### config.mk
export PLATFORM = sky130hd
export DESIGN_NAME = frame_buffer_top
export DESIGN_NICKNAME = d
export VERILOG_FILES = /design/src/source/frame_pkg.sv /design/src/source/frame_fifo.sv /design/src/source/frame_regs.sv /design/src/source/frame_buffer_top.sv
export SDC_FILE = /design/constraint.sdc
export NUM_CORES = 1
export LEC_CHECK = 0
export ABC_CLOCK_PERIOD_IN_PS = 2700
export CAP_MARGIN = 30
export CELL_PAD_IN_SITES_DETAIL_PLACEMENT = 0
export CELL_PAD_IN_SITES_GLOBAL_PLACEMENT = 1
export CORE_AREA = 2 2 226 139
export CTS_BUF_LIST = sky130_fd_sc_hd__clkbuf_16
export CTS_CLUSTER_SIZE = 40
export DETAILED_ROUTE_END_ITERATION = 7
export DIE_AREA = 0 0 228 141
export DONT_BUFFER_PORTS = 1
export GPL_TIMING_DRIVEN = 0
export HOLD_SLACK_MARGIN = 0.05
export PLACE_DENSITY = 0.67
export SETUP_SLACK_MARGIN = 0.2
export SYNTH_ARGS = -nofsm -noshare
export SYNTH_HDL_FRONTEND = slang
export SYNTH_HIERARCHICAL = 1
export SYNTH_SLANG_ARGS = --single-unit
### constraint.sdc
create_clock -name clk -period 2.7 [get_ports clk]
set_clock_uncertainty 0.05 [all_clocks]
set_input_delay 0.405 -clock clk [delete_from_list [all_inputs] [get_ports clk]]
set_output_delay 0.405 -clock clk [all_outputs]
set_load 0.02 [all_outputs]
### src/source/frame_pkg.sv
package frame_pkg;

  typedef logic [7:0] byte_t;

  // FIFO geometry
  localparam int ADDR_W     = 4;
  localparam int FIFO_DEPTH = 2 ** ADDR_W;

  typedef logic [ADDR_W:0] ptr_t;  // Top bit marks the wrap

  typedef struct packed {
    byte_t data;
    logic  last;
    logic  bad;  // User flag on the last beat
  } stream_beat_t;

  typedef logic [1:0]  reg_addr_t;
  typedef logic [15:0] reg_data_t;

  localparam reg_addr_t REG_CTRL = 2'd0;
  localparam reg_addr_t REG_GOOD = 2'd1;
  localparam reg_addr_t REG_BAD  = 2'd2;
  localparam reg_addr_t REG_OVFL = 2'd3;

  // Bit positions in REG_CTRL
  localparam int CTRL_DROP_BAD  = 0;
  localparam int CTRL_DROP_FULL = 1;

  typedef struct packed {
    reg_addr_t addr;
    reg_data_t wdata;
    logic      we;
  } reg_req_t;

  // One-cycle pulses, at most one per frame end
  typedef struct packed {
    logic good;
    logic bad;
    logic overflow;
  } frame_status_t;

endpackage

### src/source/frame_fifo.sv
module frame_fifo
  import frame_pkg::*;
(
  input  logic          clk,
  input  logic          rst,
  input  stream_beat_t  s_beat,
  input  logic          s_valid,
  output logic          s_ready,
  output stream_beat_t  m_beat,
  output logic          m_valid,
  input  logic          m_ready,
  input  logic          drop_bad,
  input  logic          drop_full,
  output frame_status_t status
);

  stream_beat_t mem [FIFO_DEPTH];

  ptr_t spec_ptr;    // Next slot of the frame being written
  ptr_t commit_ptr;  // End of the last good frame
  ptr_t vis_ptr;     // Commit point as seen by the read side
  ptr_t rd_ptr;
  ptr_t spec_next;
  ptr_t commit_next;

  logic          drop_frame;  // Rest of current frame is discarded
  logic          drop_next;
  frame_status_t status_next;

  logic              wr_en;
  logic              wr_en_q;
  logic [ADDR_W-1:0] wr_addr_q;
  stream_beat_t      wr_data_q;

  logic         full_cur;
  logic         full_wr;
  logic         empty;
  logic         read;
  logic         store_out;
  stream_beat_t rd_data;
  logic         rd_valid;

  // No room beside the committed frames
  assign full_cur = ptr_t'(spec_ptr - rd_ptr) == ptr_t'(FIFO_DEPTH);
  // Current frame alone fills the FIFO
  assign full_wr  = ptr_t'(spec_ptr - commit_ptr) == ptr_t'(FIFO_DEPTH);

  assign s_ready = !full_cur || full_wr || drop_full;

  always_comb begin
    wr_en       = 1'b0;
    spec_next   = spec_ptr;
    commit_next = commit_ptr;
    drop_next   = drop_frame;
    status_next = '0;
    if (s_valid && s_ready) begin
      if (full_cur || full_wr || drop_frame) begin
        drop_next = 1'b1;
        if (s_beat.last) begin
          spec_next            = commit_ptr;  // Rewind
          drop_next            = 1'b0;
          status_next.overflow = 1'b1;
        end
      end else begin
        wr_en     = 1'b1;
        spec_next = spec_ptr + 1'b1;
        if (s_beat.last) begin
          if (s_beat.bad && drop_bad) begin
            spec_next       = commit_ptr;
            status_next.bad = 1'b1;
          end else begin
            commit_next      = spec_ptr + 1'b1;
            status_next.good = 1'b1;
          end
        end
      end
    end
  end

  always_ff @(posedge clk) begin
    if (rst) begin
      spec_ptr   <= '0;
      commit_ptr <= '0;
      vis_ptr    <= '0;
      drop_frame <= 1'b0;
      status     <= '0;
      wr_en_q    <= 1'b0;
    end else begin
      spec_ptr   <= spec_next;
      commit_ptr <= commit_next;
      vis_ptr    <= commit_ptr;  // Follows the delayed memory write
      drop_frame <= drop_next;
      status     <= status_next;
      wr_en_q    <= wr_en;
    end
  end

  // Memory is written one cycle after the transfer
  always_ff @(posedge clk) begin
    wr_addr_q <= spec_ptr[ADDR_W-1:0];
    wr_data_q <= s_beat;
    if (wr_en_q) begin
      mem[wr_addr_q] <= wr_data_q;
    end
  end

  assign empty     = vis_ptr == rd_ptr;
  assign store_out = m_ready || !m_valid;
  assign read      = !empty && (store_out || !rd_valid);

  always_ff @(posedge clk) begin
    if (rst) begin
      rd_ptr   <= '0;
      rd_valid <= 1'b0;
      m_valid  <= 1'b0;
    end else begin
      if (read) begin
        rd_ptr   <= rd_ptr + 1'b1;
        rd_valid <= 1'b1;
      end else if (store_out) begin
        rd_valid <= 1'b0;  // Nothing behind the output beat
      end
      if (store_out) begin
        m_valid <= rd_valid;
      end
    end
  end

  always_ff @(posedge clk) begin
    if (read) begin
      rd_data <= mem[rd_ptr[ADDR_W-1:0]];
    end
    if (store_out) begin
      m_beat <= rd_data;
    end
  end

  a_out_stable: assert property (@(posedge clk) disable iff (rst)
    m_valid && !m_ready |=> m_valid && $stable(m_beat))
    else $error("m_beat changed while stalled");

  a_status_onehot: assert property (@(posedge clk) disable iff (rst)
    $onehot0(status))
    else $error("more than one status pulse");

  // Read side only trails the committed data
  a_commit_span: assert property (@(posedge clk) disable iff (rst)
    ptr_t'(commit_ptr - rd_ptr) <= ptr_t'(FIFO_DEPTH))
    else $error("committed pointer ahead of read pointer by more than depth");

endmodule

### src/source/frame_regs.sv
module frame_regs
  import frame_pkg::*;
(
  input  logic          clk,
  input  logic          rst,
  input  reg_req_t      reg_req,
  input  logic          reg_req_valid,
  output logic          reg_ack,
  output reg_data_t     reg_rdata,
  input  frame_status_t status,
  output logic          drop_bad,
  output logic          drop_full
);

  typedef enum logic [1:0] {
    ST_IDLE,
    ST_ACK,
    ST_WAIT
  } reg_state_t;

  reg_state_t state;
  reg_state_t state_next;

  reg_data_t  cnt [1:3];  // Indexed by register address
  logic [3:1] inc;
  logic       access;
  reg_data_t  rd_mux;

  assign inc     = {status.overflow, status.bad, status.good};
  assign access  = (state == ST_IDLE) && reg_req_valid;
  assign reg_ack = state != ST_IDLE;

  always_comb begin
    state_next = state;
    case (state)
      ST_IDLE: if (reg_req_valid) state_next = ST_ACK;
      ST_ACK:  state_next = reg_req_valid ? ST_WAIT : ST_IDLE;
      ST_WAIT: if (!reg_req_valid) state_next = ST_IDLE;  // Released
      default: state_next = ST_IDLE;
    endcase
  end

  always_comb begin
    rd_mux = '0;
    if (reg_req.addr == REG_CTRL) begin
      rd_mux[CTRL_DROP_BAD]  = drop_bad;
      rd_mux[CTRL_DROP_FULL] = drop_full;
    end else begin
      rd_mux = cnt[reg_req.addr];
    end
  end

  always_ff @(posedge clk) begin
    if (rst) begin
      state     <= ST_IDLE;
      drop_bad  <= 1'b0;
      drop_full <= 1'b0;
      for (int i = 1; i <= 3; i++) begin
        cnt[i] <= '0;
      end
    end else begin
      state <= state_next;
      if (access && reg_req.we && reg_req.addr == REG_CTRL) begin
        drop_bad  <= reg_req.wdata[CTRL_DROP_BAD];
        drop_full <= reg_req.wdata[CTRL_DROP_FULL];
      end
      for (int i = 1; i <= 3; i++) begin
        if (access && reg_req.we && reg_req.addr == reg_addr_t'(i)) begin
          cnt[i] <= '0;  // Clear beats a same-cycle increment
        end else if (inc[i]) begin
          cnt[i] <= cnt[i] + 1'b1;
        end
      end
    end
  end

  // Sampled before the write lands
  always_ff @(posedge clk) begin
    if (access) begin
      reg_rdata <= rd_mux;
    end
  end

  a_ack_after_req: assert property (@(posedge clk) disable iff (rst)
    $rose(reg_ack) |-> $past(reg_req_valid))
    else $error("ack raised without a request");

endmodule

### src/source/frame_buffer_top.sv
module frame_buffer_top
  import frame_pkg::*;
(
  input  logic         clk,
  input  logic         rst,
  input  stream_beat_t s_beat,
  input  logic         s_valid,
  output logic         s_ready,
  output stream_beat_t m_beat,
  output logic         m_valid,
  input  logic         m_ready,
  input  reg_req_t     reg_req,
  input  logic         reg_req_valid,
  output logic         reg_ack,
  output reg_data_t    reg_rdata
);

  logic          drop_bad;
  logic          drop_full;
  frame_status_t status;

  frame_fifo frame_fifo_i (
    .clk       (clk),
    .rst       (rst),
    .s_beat    (s_beat),
    .s_valid   (s_valid),
    .s_ready   (s_ready),
    .m_beat    (m_beat),
    .m_valid   (m_valid),
    .m_ready   (m_ready),
    .drop_bad  (drop_bad),
    .drop_full (drop_full),
    .status    (status)
  );

  frame_regs frame_regs_i (
    .clk           (clk),
    .rst           (rst),
    .reg_req       (reg_req),
    .reg_req_valid (reg_req_valid),
    .reg_ack       (reg_ack),
    .reg_rdata     (reg_rdata),
    .status        (status),
    .drop_bad      (drop_bad),
    .drop_full     (drop_full)
  );

endmodule

==> metrics.txt, run 1 <==
status=complete, but fails checks; violated checks=negative setup slack; max incr delay on CP=between 0.3 and 0.4 ns; Routed WL=~27 mm; hold crit path type=in2reg; Met3 Routed Length=2.226 mm; Clock Pin Slew Worst Setup and Hold Paths=roughly 0.070 ns; crit path kind=reg2out; CP endpoint kind=primary output; Worst slew margin=approximately 36%; RSZ-0062 raised after global routing=yes; Final Non-Filler Cells=1245; Max IR drop VDD=between 0.4 and 0.5 mV; Final nets=854; worst slew pin tran=0.9576 ns; Detail Route Antenna Nets=0; CTS tree=built; Seq/Total Area, Yosys=68.97%; max-slew violation count=0; max-cap violations=0; vias in the first global route=a little over 6000; # rows=50; detailed-route DRC error count=0; CP Data Required Time=2.25 ns; crit share post-route=101.0%; Max Clk Rate=between 0.3 and 0.4 GHz; Die Wd=roughly 230 um; io pins=63; Synth cell types=54; cell taking the most area after synthesis=edfxtp_1; fraction of registers with async set/reset=0%; final core utilization=between 40 and 50%; Clock Root Buffer=clkbuf_16; CTS H-tree lvls=1; Min Clock Period, post-route=between 2 and 3 ns; TritonCTS Buffers=28; Post-synth EDFFs=roughly 240; Worst EP arrival=2.27 ns; Post-Syn Area=~12000 um2; DR pass1 iterations=5; dpl ws=-0.1325 ns; initial antenna violation count=1; setup_tns=-0.02730 ns; wl on met1=13.69 mm; area grow syn2layout=16.99%; post-detail-place hpwl=approximately 19 mm; GRT Overall Usage=around 17%; Crit-path slowest cell=or3b_4; Final GP Congestion=slightly above 0.8; Cells on Worst Hold Path=3; synthesized area per cell=around 16 um2; clk buf depth=3; first-pass GRT wire length=~40 mm; Iteration-0 DRC Markers=~740; Yosys top cell area share=61.42%; DIE AREA=about 32000 um2; Final Hold Fails=0; Core ar.=30400 um2; sink of the worst hold path=frame_fifo_i/m_valid$_SDFFE_PP0P_; Max Used Layer=met4; leakage power=around 4.6 nW; reg2reg setup slack=~0.06 ns; Hold WS=0.1196 ns; met2 wire length=roughly 10 mm; WL/cell=about 21 um; crit path cell chain=buf_8, clkbuf_16, inv_6, ha_4, or3b_4, and3_4, o2111a_2, nand3_4; # diodes=0; Yosys reg bits=about 290; worst-skew pair later-pin latency=approximately 0.56 ns; Post-synth top flop=edfxtp_1; vias=approximately 6700; routed vias/inst=5.390; Sink Count=289; startpoint types=flip-flop; R2R depth=13; FF-to-FF End=frame_fifo_i/spec_ptr[2]$_SDFFE_PP0P_; grt ovf=0; min-delay src=m_ready; top cells by area, synth=edfxtp_1 61%, mux4_2 9.8%, dfxtp_1 7.6%; fraction of layout cells with a size suffix above 1=between 20% and 30%; largest net degree at the start of global routing=17; placed instance count=around 1200; Port Buffer Count=0; Power Dens Cells=about 780 nW/um2; synth warn=6; post-route setup slack=-0.02730 ns; FF-to-FF Start=frame_fifo_i/rd_ptr[1]$_SDFFE_PP0P_; Net Count, Synth=786; Setup violations, final=1; Max Fanout on Critical Path=2; Die Height=around 140 um; post-synthesis cell count=around 740; initial core utilization=between 30% and 40%
-- layer usage --
| metal | vias to the layer above | track usage, % |
|---|---|---|
| met2 | 231 | 21.00 |
| li1 | 3003 | - |
| met5 | - | 0 |
| met1 | 3446 | 27.63 |
| met4 | 0 | 3.268 |
| met3 | 31 | 4.612 |
-- worst max-delay path by stage --
stage / cells after the start / slack [ns] / to / start
final: 8 / -0.03 / s_ready / frame_fifo_i/rd_ptr[1]$_SDFFE_PP0P_
after global routing: 7 / -0.09 / s_ready / frame_fifo_i/rd_ptr[3]$_SDFFE_PP0P_
after CTS: 8 / -0.09 / s_ready / frame_fifo_i/rd_ptr[1]$_SDFFE_PP0P_
after detailed placement: 10 / -0.13 / frame_fifo_i/spec_ptr[2]$_SDFFE_PP0P_ / frame_fifo_i/rd_ptr[1]$_SDFFE_PP0P_
after global placement: 8 / -0.64 / frame_fifo_i/rd_ptr[3]$_SDFFE_PP0P_ / frame_fifo_i/rd_ptr[0]$_SDFFE_PP0P_
after floorplan: 10 / 0.21 / frame_fifo_i/spec_ptr[2]$_SDFFE_PP0P_ / frame_fifo_i/rd_ptr[1]$_SDFFE_PP0P_
-- repair_timing --
item	CTS	global route
gates cloned	0	0
hold endpoints to repair	21	0
hold buffers	15	0
buffers inserted	8	1
setup endpoints to repair	25	15
resized for setup	29	11
pin swaps	7	9
-- stage by stage --
step                power (mW)  instance area (um2)
floorplan                6.472                11950
global placement         6.923                12470
detailed placement       6.976                12650
CTS                      11.06                13910
global route             11.37                13960
finish                   10.95                13960
-- Yosys cell counts (7+ instances only) --
cell type and count:
dfxtp_1 45, a21oi_1 10, nand4_1 14, edfxtp_1 244, mux2i_1 8, mux4_2 52
xnor2_1 31, nor3_1 14, buf_2 7, ha_1 13, and4_1 7, xor2_1 25
nor2_1 83, inv_1 21, a22o_1 14, nand3_1 22, nand2b_1 8, mux2_2 11
clkbuf_1 15, nand2_1 30
-- worst max-delay path, delay by kind of cell, from the launching register on --
kind            cells  cell delay, ns
fa+ha+maj           1            0.14
compound gates      1            0.28
simple gates        3            0.70
flops               1            0.34
buf+inv             3            0.25
-- power by group --
part           switching [mW]  total [mW]  internal, mW
Combinational           0.749        1.46         0.709
Sequential              0.322        5.51          5.19
Clock                    1.70        3.98          2.28
Total                    2.77        11.0          8.18
-- cell families (layout without fill, tap and decap cells) --
group / Yosys count / after routing / synth area share [%]
muxes: 71 / 71 / 11.53
and+or+nand+nor: 211 / 211 / 9.104
DFF: 289 / 289 / 68.97
xor gates and xnor gates: 57 / 57 / 4.310
AOI/OAI and AO/OA: 53 / 53 / 3.241
adders and majority gates: 13 / 13 / 1.363
buffers and inverters: 45 / 135 / 1.489
-- area by class of cell --
cell class / count / area [um2]
clock inverters: 24 / 236.5
inverters: 21 / 83.83
flip-flops and latches: 289 / 8230
fillers: 2669 / 16450
well taps: 416 / 520.5
plain buffers: 24 / 161.4
clock buffers: 28 / 700.7
repair buffers: 38 / 379.1
multi-input cells: 405 / 3645
-- cells in the final DEF, fill, tap and decap left out, types with 3 or more instances in the layout --
cell	instances
nand2b_1	8
xor2_1	25
mux2_2	11
clkbuf_16	29
nor4_1	5
inv_1	24
bufinv_16	4
dlygate4sd3_1	15
a22o_1	14
clkbuf_1	10
nand3_1	21
buf_4	13
buf_6	13
edfxtp_1	244
dfxtp_1	43
nand2_1	29
and4_1	7
ha_1	12
nor3_2	4
a21oi_1	10
nor2_1	82
clkinv_1	3
mux4_2	52
clkinv_2	4
xnor2_1	31
mux2i_1	8
nand4_1	14
o21ai_0	5
or3_1	3
clkbuf_2	3
buf_2	3
nor2b_1	3
nor3_1	9
and3_1	5
a31oi_1	3
-- registers in the layout (all words and copies together), names as in the netlist, 2 cells and up --
register                 flops
frame_regs_i/reg_rdata      16
frame_fifo_i/spec_ptr        5
frame_regs_i/state           2
frame_fifo_i/status          3
frame_fifo_i/rd_ptr          5
frame_fifo_i/commit_ptr      5
frame_fifo_i/m_beat         10
frame_regs_i/cnt            48
frame_fifo_i/wr_addr_q       4
frame_fifo_i/mem           160
frame_fifo_i/wr_data_q      10
frame_fifo_i/vis_ptr         5
frame_fifo_i/rd_data        10
No activity file was read; power rests on OpenSTA's default activity.
==> inputs of run 2 (changes only) <==
CTS_BUF_LIST = not set   (was sky130_fd_sc_hd__clkbuf_16)
==> run 2 against run 1 <==
  * The run still ends with negative setup slack left
  * Utilization barely moved
  * Sequential power barely moved
  * First-iteration DRC count rose by 1.9%
  * Maximum frequency barely moved
  * Global-route usage barely moved
  * Die area did not move
  * Critical endpoint unchanged
==> metrics.txt, run 2 (synthesis results as in run 1) <==
max FFs per register=160 (unchanged); Clock Pin Slew Worst Setup and Hold Paths=0.07 ns (about the same); Detail Route Antenna Nets=0 (unchanged); TritonCTS Buffers=28 (unchanged); post-route setup slack=-0.02742 ns (-0.0001215 ns); Max Clk Rate=0.3666 GHz (about the same); detailed-route DRC error count=0 (unchanged); max-cap violations=0 (unchanged); crit path buf inv count=3 (unchanged); fraction of layout cells with a size suffix above 1=21.11% (+0.12 points); fin area=13970 um2 (about the same); leakage power=4.580 nW (-0.42%); crit path cell chain=buf_8, clkbuf_16, inv_6, ha_4, or3b_4, and3_4, o2111a_2, nand3_4; Sink Count=289 (unchanged); vias in the first global route=6138 (-0.15%); vias=6689 (-0.33%); Core ar.=30400 um2 (unchanged); Max Fanout on Critical Path=2 (unchanged); hold crit path type=in2reg; RSZ-0062 raised after global routing=yes; crit path kind=reg2out; Port Buffer Count=0 (unchanged); # rows=50 (unchanged); violated checks=negative setup slack; Clock Root Buffer=clkbuf_16; startpoint types=flip-flop; cell family with most CP delay=simple AND/OR/NAND/NOR gates; Power Dens Cells=788.0 nW/um2 (+0.43%); Setup violations, final=1 (unchanged); initial core utilization=39.24% (unchanged); Max IR drop VDD=0.4910 mV (about the same); Worst EP arrival=2.27 ns (about the same); max-slew violation count=0 (unchanged); biggest regs=frame_fifo_i/mem (160), frame_regs_i/cnt (48), frame_regs_i/reg_rdata (16); status=complete, but fails checks; CP endpoint kind=primary output; WL/cell=21.49 um (about the same); CTS tree=built; Worst slew margin=36.16% (+0.24 points); initial antenna violation count=0 (-1); Crit-path slowest cell=or3b_4; most frequent cells in the layout=244 x edfxtp_1, 82 x nor2_1, 52 x mux4_2, 43 x dfxtp_1, 31 x xnor2_1; max incr delay on CP=0.39 ns (about the same); area grow syn2layout=17.09% (about the same); worst slew pin tran=0.9541 ns (-0.003531 ns); Routed WL=26.77 mm (+0.10%); GRT Overall Usage=16.62% (about the same); Final GP Congestion=0.8103 (unchanged); DIE AREA=32150 um2 (unchanged); placed inst area=12650 um2 (unchanged); Die Height=141 um (unchanged); post-detail-place hpwl=18.89 mm (unchanged); grt ovf=0 (unchanged); Final Hold Fails=0 (unchanged); Iteration-0 DRC Markers=753 (+1.9%); Min Clock Period, post-route=2.727 ns (+0.0001215 ns); CTS H-tree lvls=1 (unchanged); clk buf depth=3 (unchanged); final core utilization=45.95% (about the same); Final nets=854 (unchanged); largest net degree at the start of global routing=17 (unchanged); setup_tns=-0.02742 ns (-0.0001215 ns); DR pass1 iterations=5 (unchanged); worst-skew pair later-pin latency=0.55 ns (about the same); crit share post-route=101.0% (about the same); Die Wd=228 um (unchanged); CP Data Required Time=2.25 ns (about the same); Biggest register=frame_fifo_i/mem; total power=11.01 mW (+0.52%); first-pass GRT wire length=39.92 mm (about the same); most common cell after layout, fill and taps aside=edfxtp_1; routed vias/inst=5.368 (-0.41%); number of fillers in the final layout=2666 (-0.11%); io pins=63 (unchanged)
## run 2: area by class of cell
cell class,instances,area [um2],share of cell area [%]
Sequential cell,289,8230,58.92
Antenna cell,1,2.502,0.01791
Multi-Input combinational cell,405,3645,26.09
Buffer,24,161.4,1.155
Timing Repair Buffer,38,379.1,2.714
Inverter,21,83.83,0.6001
Clock inverter,17,210.2,1.505
Tap cell,416,520.5,3.726
Clock buffer,35,737.0,5.275
## run 2: through the flow
stage	cells	hold slack (ns)	setup slack [ns]
finish	1246	0.1216	-0.02742
global route	1245	0.1184	-0.09376
CTS	1244	0.06231	-0.08922
detailed placement	1169	0.3545	-0.1325
global placement	1155	0.3528	-0.6421
floorplan	739	0.3299	0.2077
## run 2: what timing repair did
action                     in CTS  in global routing
hold buffers                   15                  0
hold endpoints to repair       21                  0
setup buffers                   8                  1
setup endpoints to repair      25                 15
resized for setup              29                 11
pin swaps                       7                  9
## run 2: final timing paths
path,cells after the start,start,slack (ns),to
worst min-delay path,3,m_ready,0.12,frame_fifo_i/m_valid$_SDFFE_PP0P_
worst max-delay path,8,frame_fifo_i/rd_ptr[1]$_SDFFE_PP0P_,-0.03,s_ready
worst max register to register,13,frame_fifo_i/rd_ptr[1]$_SDFFE_PP0P_,0.06,frame_fifo_i/spec_ptr[2]$_SDFFE_PP0P_
worst min register to register,0,frame_fifo_i/rd_data[6]$_DFFE_PP_,0.37,frame_fifo_i/m_beat[6]$_DFFE_PP_
## run 2: worst register-to-register path, stage by stage (launching register included)
cell,delay [ns]
dfxtp_2,0.34
buf_8,0.10
clkbuf_16,0.12
inv_6,0.03
ha_4,0.14
or3b_4,0.39
and3_4,0.19
o2111a_2,0.28
buf_4,0.14
buf_6,0.13
nor4_4,0.14
buf_6,0.18
mux2i_1,0.19
o32ai_1,0.10
## run 2: power breakdown
group          internal [mW]  leakage [nW]  switching, mW
sequential              5.19          2.67          0.323
combinational          0.709          1.45          0.750
clock                   2.34         0.455           1.70
total                   8.23          4.58           2.78
## run 2: per-layer routing
metal / global-route usage [%] / up-vias / share of wire [%]
met2: 21.02 / 235 / 39
li1: - / 3007 / -
met5: 0 / - / 0
met3: 4.915 / 33 / 8.3
met1: 27.44 / 3414 / 51
met4: 3.234 / 0 / 1.6
==> inputs of run 3 (changes only) <==
CORE_AREA = 2 2 176 178   (was 2 2 226 139)
CTS_CLUSTER_DIAMETER = 200   (was not set)
DIE_AREA = 0 0 178 180   (was 0 0 228 141)
==> run 3 against run 2 <==
  * Global-route usage fell by 1.4 points
  * Design area fell by 4.9%
  * Die area fell by 0.34%
  * First-iteration DRC count fell by 35%
  * Critical path depth did not move
  * Register-to-register slack got worse by 0.03 ns
  * Largest power group unchanged
  * Utilization fell by 2.0 points
  * The run now ends clean
  * Total power fell by 18%
  * Cell count fell by 4.7%
  * Sequential power barely moved
  * Largest cell class unchanged
==> metrics.txt, run 3 (synthesis results as in run 1) <==
GRT Overall Usage=15.20% (-1.4 points); Min Clock Period, post-route=2.689 ns (-0.03798 ns); Die Height=180 um (+28%); Max Clk Rate=0.3718 GHz (+1.4%); biggest regs=frame_fifo_i/mem (160), frame_regs_i/cnt (48), frame_regs_i/reg_rdata (16); CP Data Required Time=2.25 ns (about the same); max incr delay on CP=0.39 ns (about the same); dpl ws=-0.1211 ns (+0.01138 ns); Clock Pin Slew Worst Setup and Hold Paths=0.14 ns (+0.07 ns); largest net degree at the start of global routing=42 (+25); Crit-path slowest cell=or3b_4; hold crit path type=in2reg; FF-to-FF Start=frame_fifo_i/rd_ptr[1]$_SDFFE_PP0P_; Biggest register=frame_fifo_i/mem; DR pass1 iterations=5 (unchanged); TritonCTS Buffers=11 (-61%); Setup violations, final=0 (-1); Worst slew margin=34.81% (-1.3 points); min-delay src=m_ready; # diodes=0 (-1); grt ovf=0 (unchanged); routed vias/inst=5.375 (+0.12%); DIE AREA=32040 um2 (-0.34%); sink of the worst hold path=frame_fifo_i/m_valid$_SDFFE_PP0P_; Iteration-0 DRC Markers=486 (-35%); Final GP Congestion=0.7713 (-4.8%); CP endpoint kind=primary output; clk buf depth=3 (unchanged); Routed WL=24.44 mm (-8.7%); FF-to-FF End=frame_fifo_i/spec_ptr[4]$_SDFFE_PP0P_; crit share post-route=99.61% (-1.4 points); most common cell after layout, fill and taps aside=edfxtp_1; total power=9.007 mW (-18%); Sink Count=289 (unchanged); # rows=64 (+28%); fraction of layout cells with a size suffix above 1=17.80% (-3.3 points); initial antenna violation count=0 (unchanged); crit path cell chain=buf_8, clkbuf_16, inv_6, ha_4, or3b_4, and3_4, o2111a_2, nand3_4; worst-skew pair later-pin latency=0.50 ns (-0.05 ns); setup_tns=0 ns (+0.02742 ns); Worst EP arrival=2.23 ns (-0.04 ns); crit path buf inv count=3 (unchanged); max FFs per register=160 (unchanged); startpoint types=flip-flop; crit path kind=reg2out; WL/cell=20.57 um (-4.3%); RSZ-0062 raised after global routing=yes; status=completed; Detail Route Antenna Nets=0 (unchanged); first-pass GRT wire length=37.60 mm (-5.8%); io pins=63 (unchanged); max-slew violation count=0 (unchanged); worst slew pin tran=0.9742 ns (+0.02012 ns); origin of the worst setup path=frame_fifo_i/rd_ptr[1]$_SDFFE_PP0P_; R2R depth=13 (unchanged); Die Wd=178 um (-22%); CTS H-tree lvls=1 (unchanged); Final nets=835 (-2.2%); initial core utilization=39.52% (+0.28 points); detailed-route DRC error count=0 (unchanged); post-detail-place hpwl=17.51 mm (-7.3%); Core ar.=30190 um2 (-0.71%); number of fillers in the final layout=2598 (-2.6%); Clock Root Buffer=clkbuf_16; max-cap violations=0 (unchanged); Max Fanout on Critical Path=2 (unchanged); reg2reg setup slack=0.03 ns (-0.03 ns); Cells on Worst Hold Path=3 (unchanged); most frequent cells in the layout=244 x edfxtp_1, 82 x nor2_1, 52 x mux4_2, 41 x dfxtp_1, 31 x xnor2_1; leakage power=4.247 nW (-7.3%); Max IR drop VDD=0.3653 mV (-26%); area grow syn2layout=11.33%; vias=6385 (-4.5%); post-route setup slack=0.01055 ns (+0.03798 ns); CTS tree=built; Power Dens Cells=678.2 nW/um2 (-14%); Final Hold Fails=0 (unchanged); cell family with most CP delay=simple AND/OR/NAND/NOR gates; vias in the first global route=6486 (+5.7%); Port Buffer Count=0 (unchanged)
-- run 3: cell count changes in the layout (fill, tap and decap cells not counted), sizes merged, moves of 3 or more --
cell,previous run,this run
clkbuf,49,33
clkinv,9,1
buf,33,28
bufinv,4,0
clkinvlp,3,0
-- run 3: report_power, final --
part | total [mW] | switching, mW | internal (mW)
clock network | 2.09 | 1.29 | 0.796
registers | 5.52 | 0.334 | 5.18
logic | 1.40 | 0.695 | 0.707
-- run 3: repair_timing --
| item | 4_1_cts | 5_1_grt |
|---|---|---|
| hold buffers | 15 | 0 |
| endpoints found under the setup margin | 30 | 22 |
| gates resized for setup | 21 | 19 |
| cloned | 0 | 0 |
| endpoints found under the hold margin | 20 | 0 |
| pin swaps | 7 | 9 |
| setup buffers | 8 | 3 |
-- run 3: through the flow --
step / util (%) / area (um2) / hold WS [ns] / std cells
after detailed placement: 41.63 / 12570 / 0.3552 / 1144
after CTS: 43.73 / 13200 / 0.07287 / 1184
after global placement: 41.23 / 12450 / 0.3584 / 1135
final: 43.99 / 13280 / 0.09565 / 1188
after global routing: 43.99 / 13280 / 0.09099 / 1188
after floorplan: - / 11950 / 0.3299 / 739
-- run 3: final cells by class --
class                           instances  area (um2)  share of cell area [%]
Buffer                                 24       156.4                   1.178
Clock buffer                           16       294.0                   2.214
Clock inverter                          1       30.03                  0.2261
Inverter                               21       83.83                  0.6312
Multi-Input combinational cell        405        3643                   27.43
Sequential cell                       289        8233                   61.99
Tap cell                              396       495.5                   3.731
Timing Repair Buffer                   36       345.3                   2.600
-- run 3: worst max path at each step --
stage	end	slack [ns]	cells after the start
final	s_ready	0.01	8
after global routing	s_ready	-0.05	8
after global placement	frame_fifo_i/rd_ptr[3]$_SDFFE_PP0P_	-0.47	8
after detailed placement	frame_fifo_i/spec_ptr[1]$_SDFFE_PP0P_	-0.12	10
after floorplan	frame_fifo_i/spec_ptr[2]$_SDFFE_PP0P_	0.21	10
after CTS	s_ready	-0.03	8
-- run 3: per-layer routing --
layer / global-route usage [%] / up-vias / wire (um)
met4: 2.656 / 0 / 317
met1: 20.42 / 3299 / 10640
met3: 1.861 / 20 / 872
li1: - / 2933 / -
met5: 0 / - / 0
met2: 26.73 / 133 / 12610
-- run 3: worst register-to-register path, cell delays in order, from the launching register on --
cell and delay [ns]:
dfxtp_2 0.37, buf_8 0.10, clkbuf_16 0.12, inv_6 0.03, ha_4 0.14, or3b_4 0.39
and3_4 0.19, o2111a_2 0.28, buf_4 0.14, buf_6 0.13, nor4_4 0.14, buf_6 0.18
mux2i_2 0.22, o22ai_1 0.10
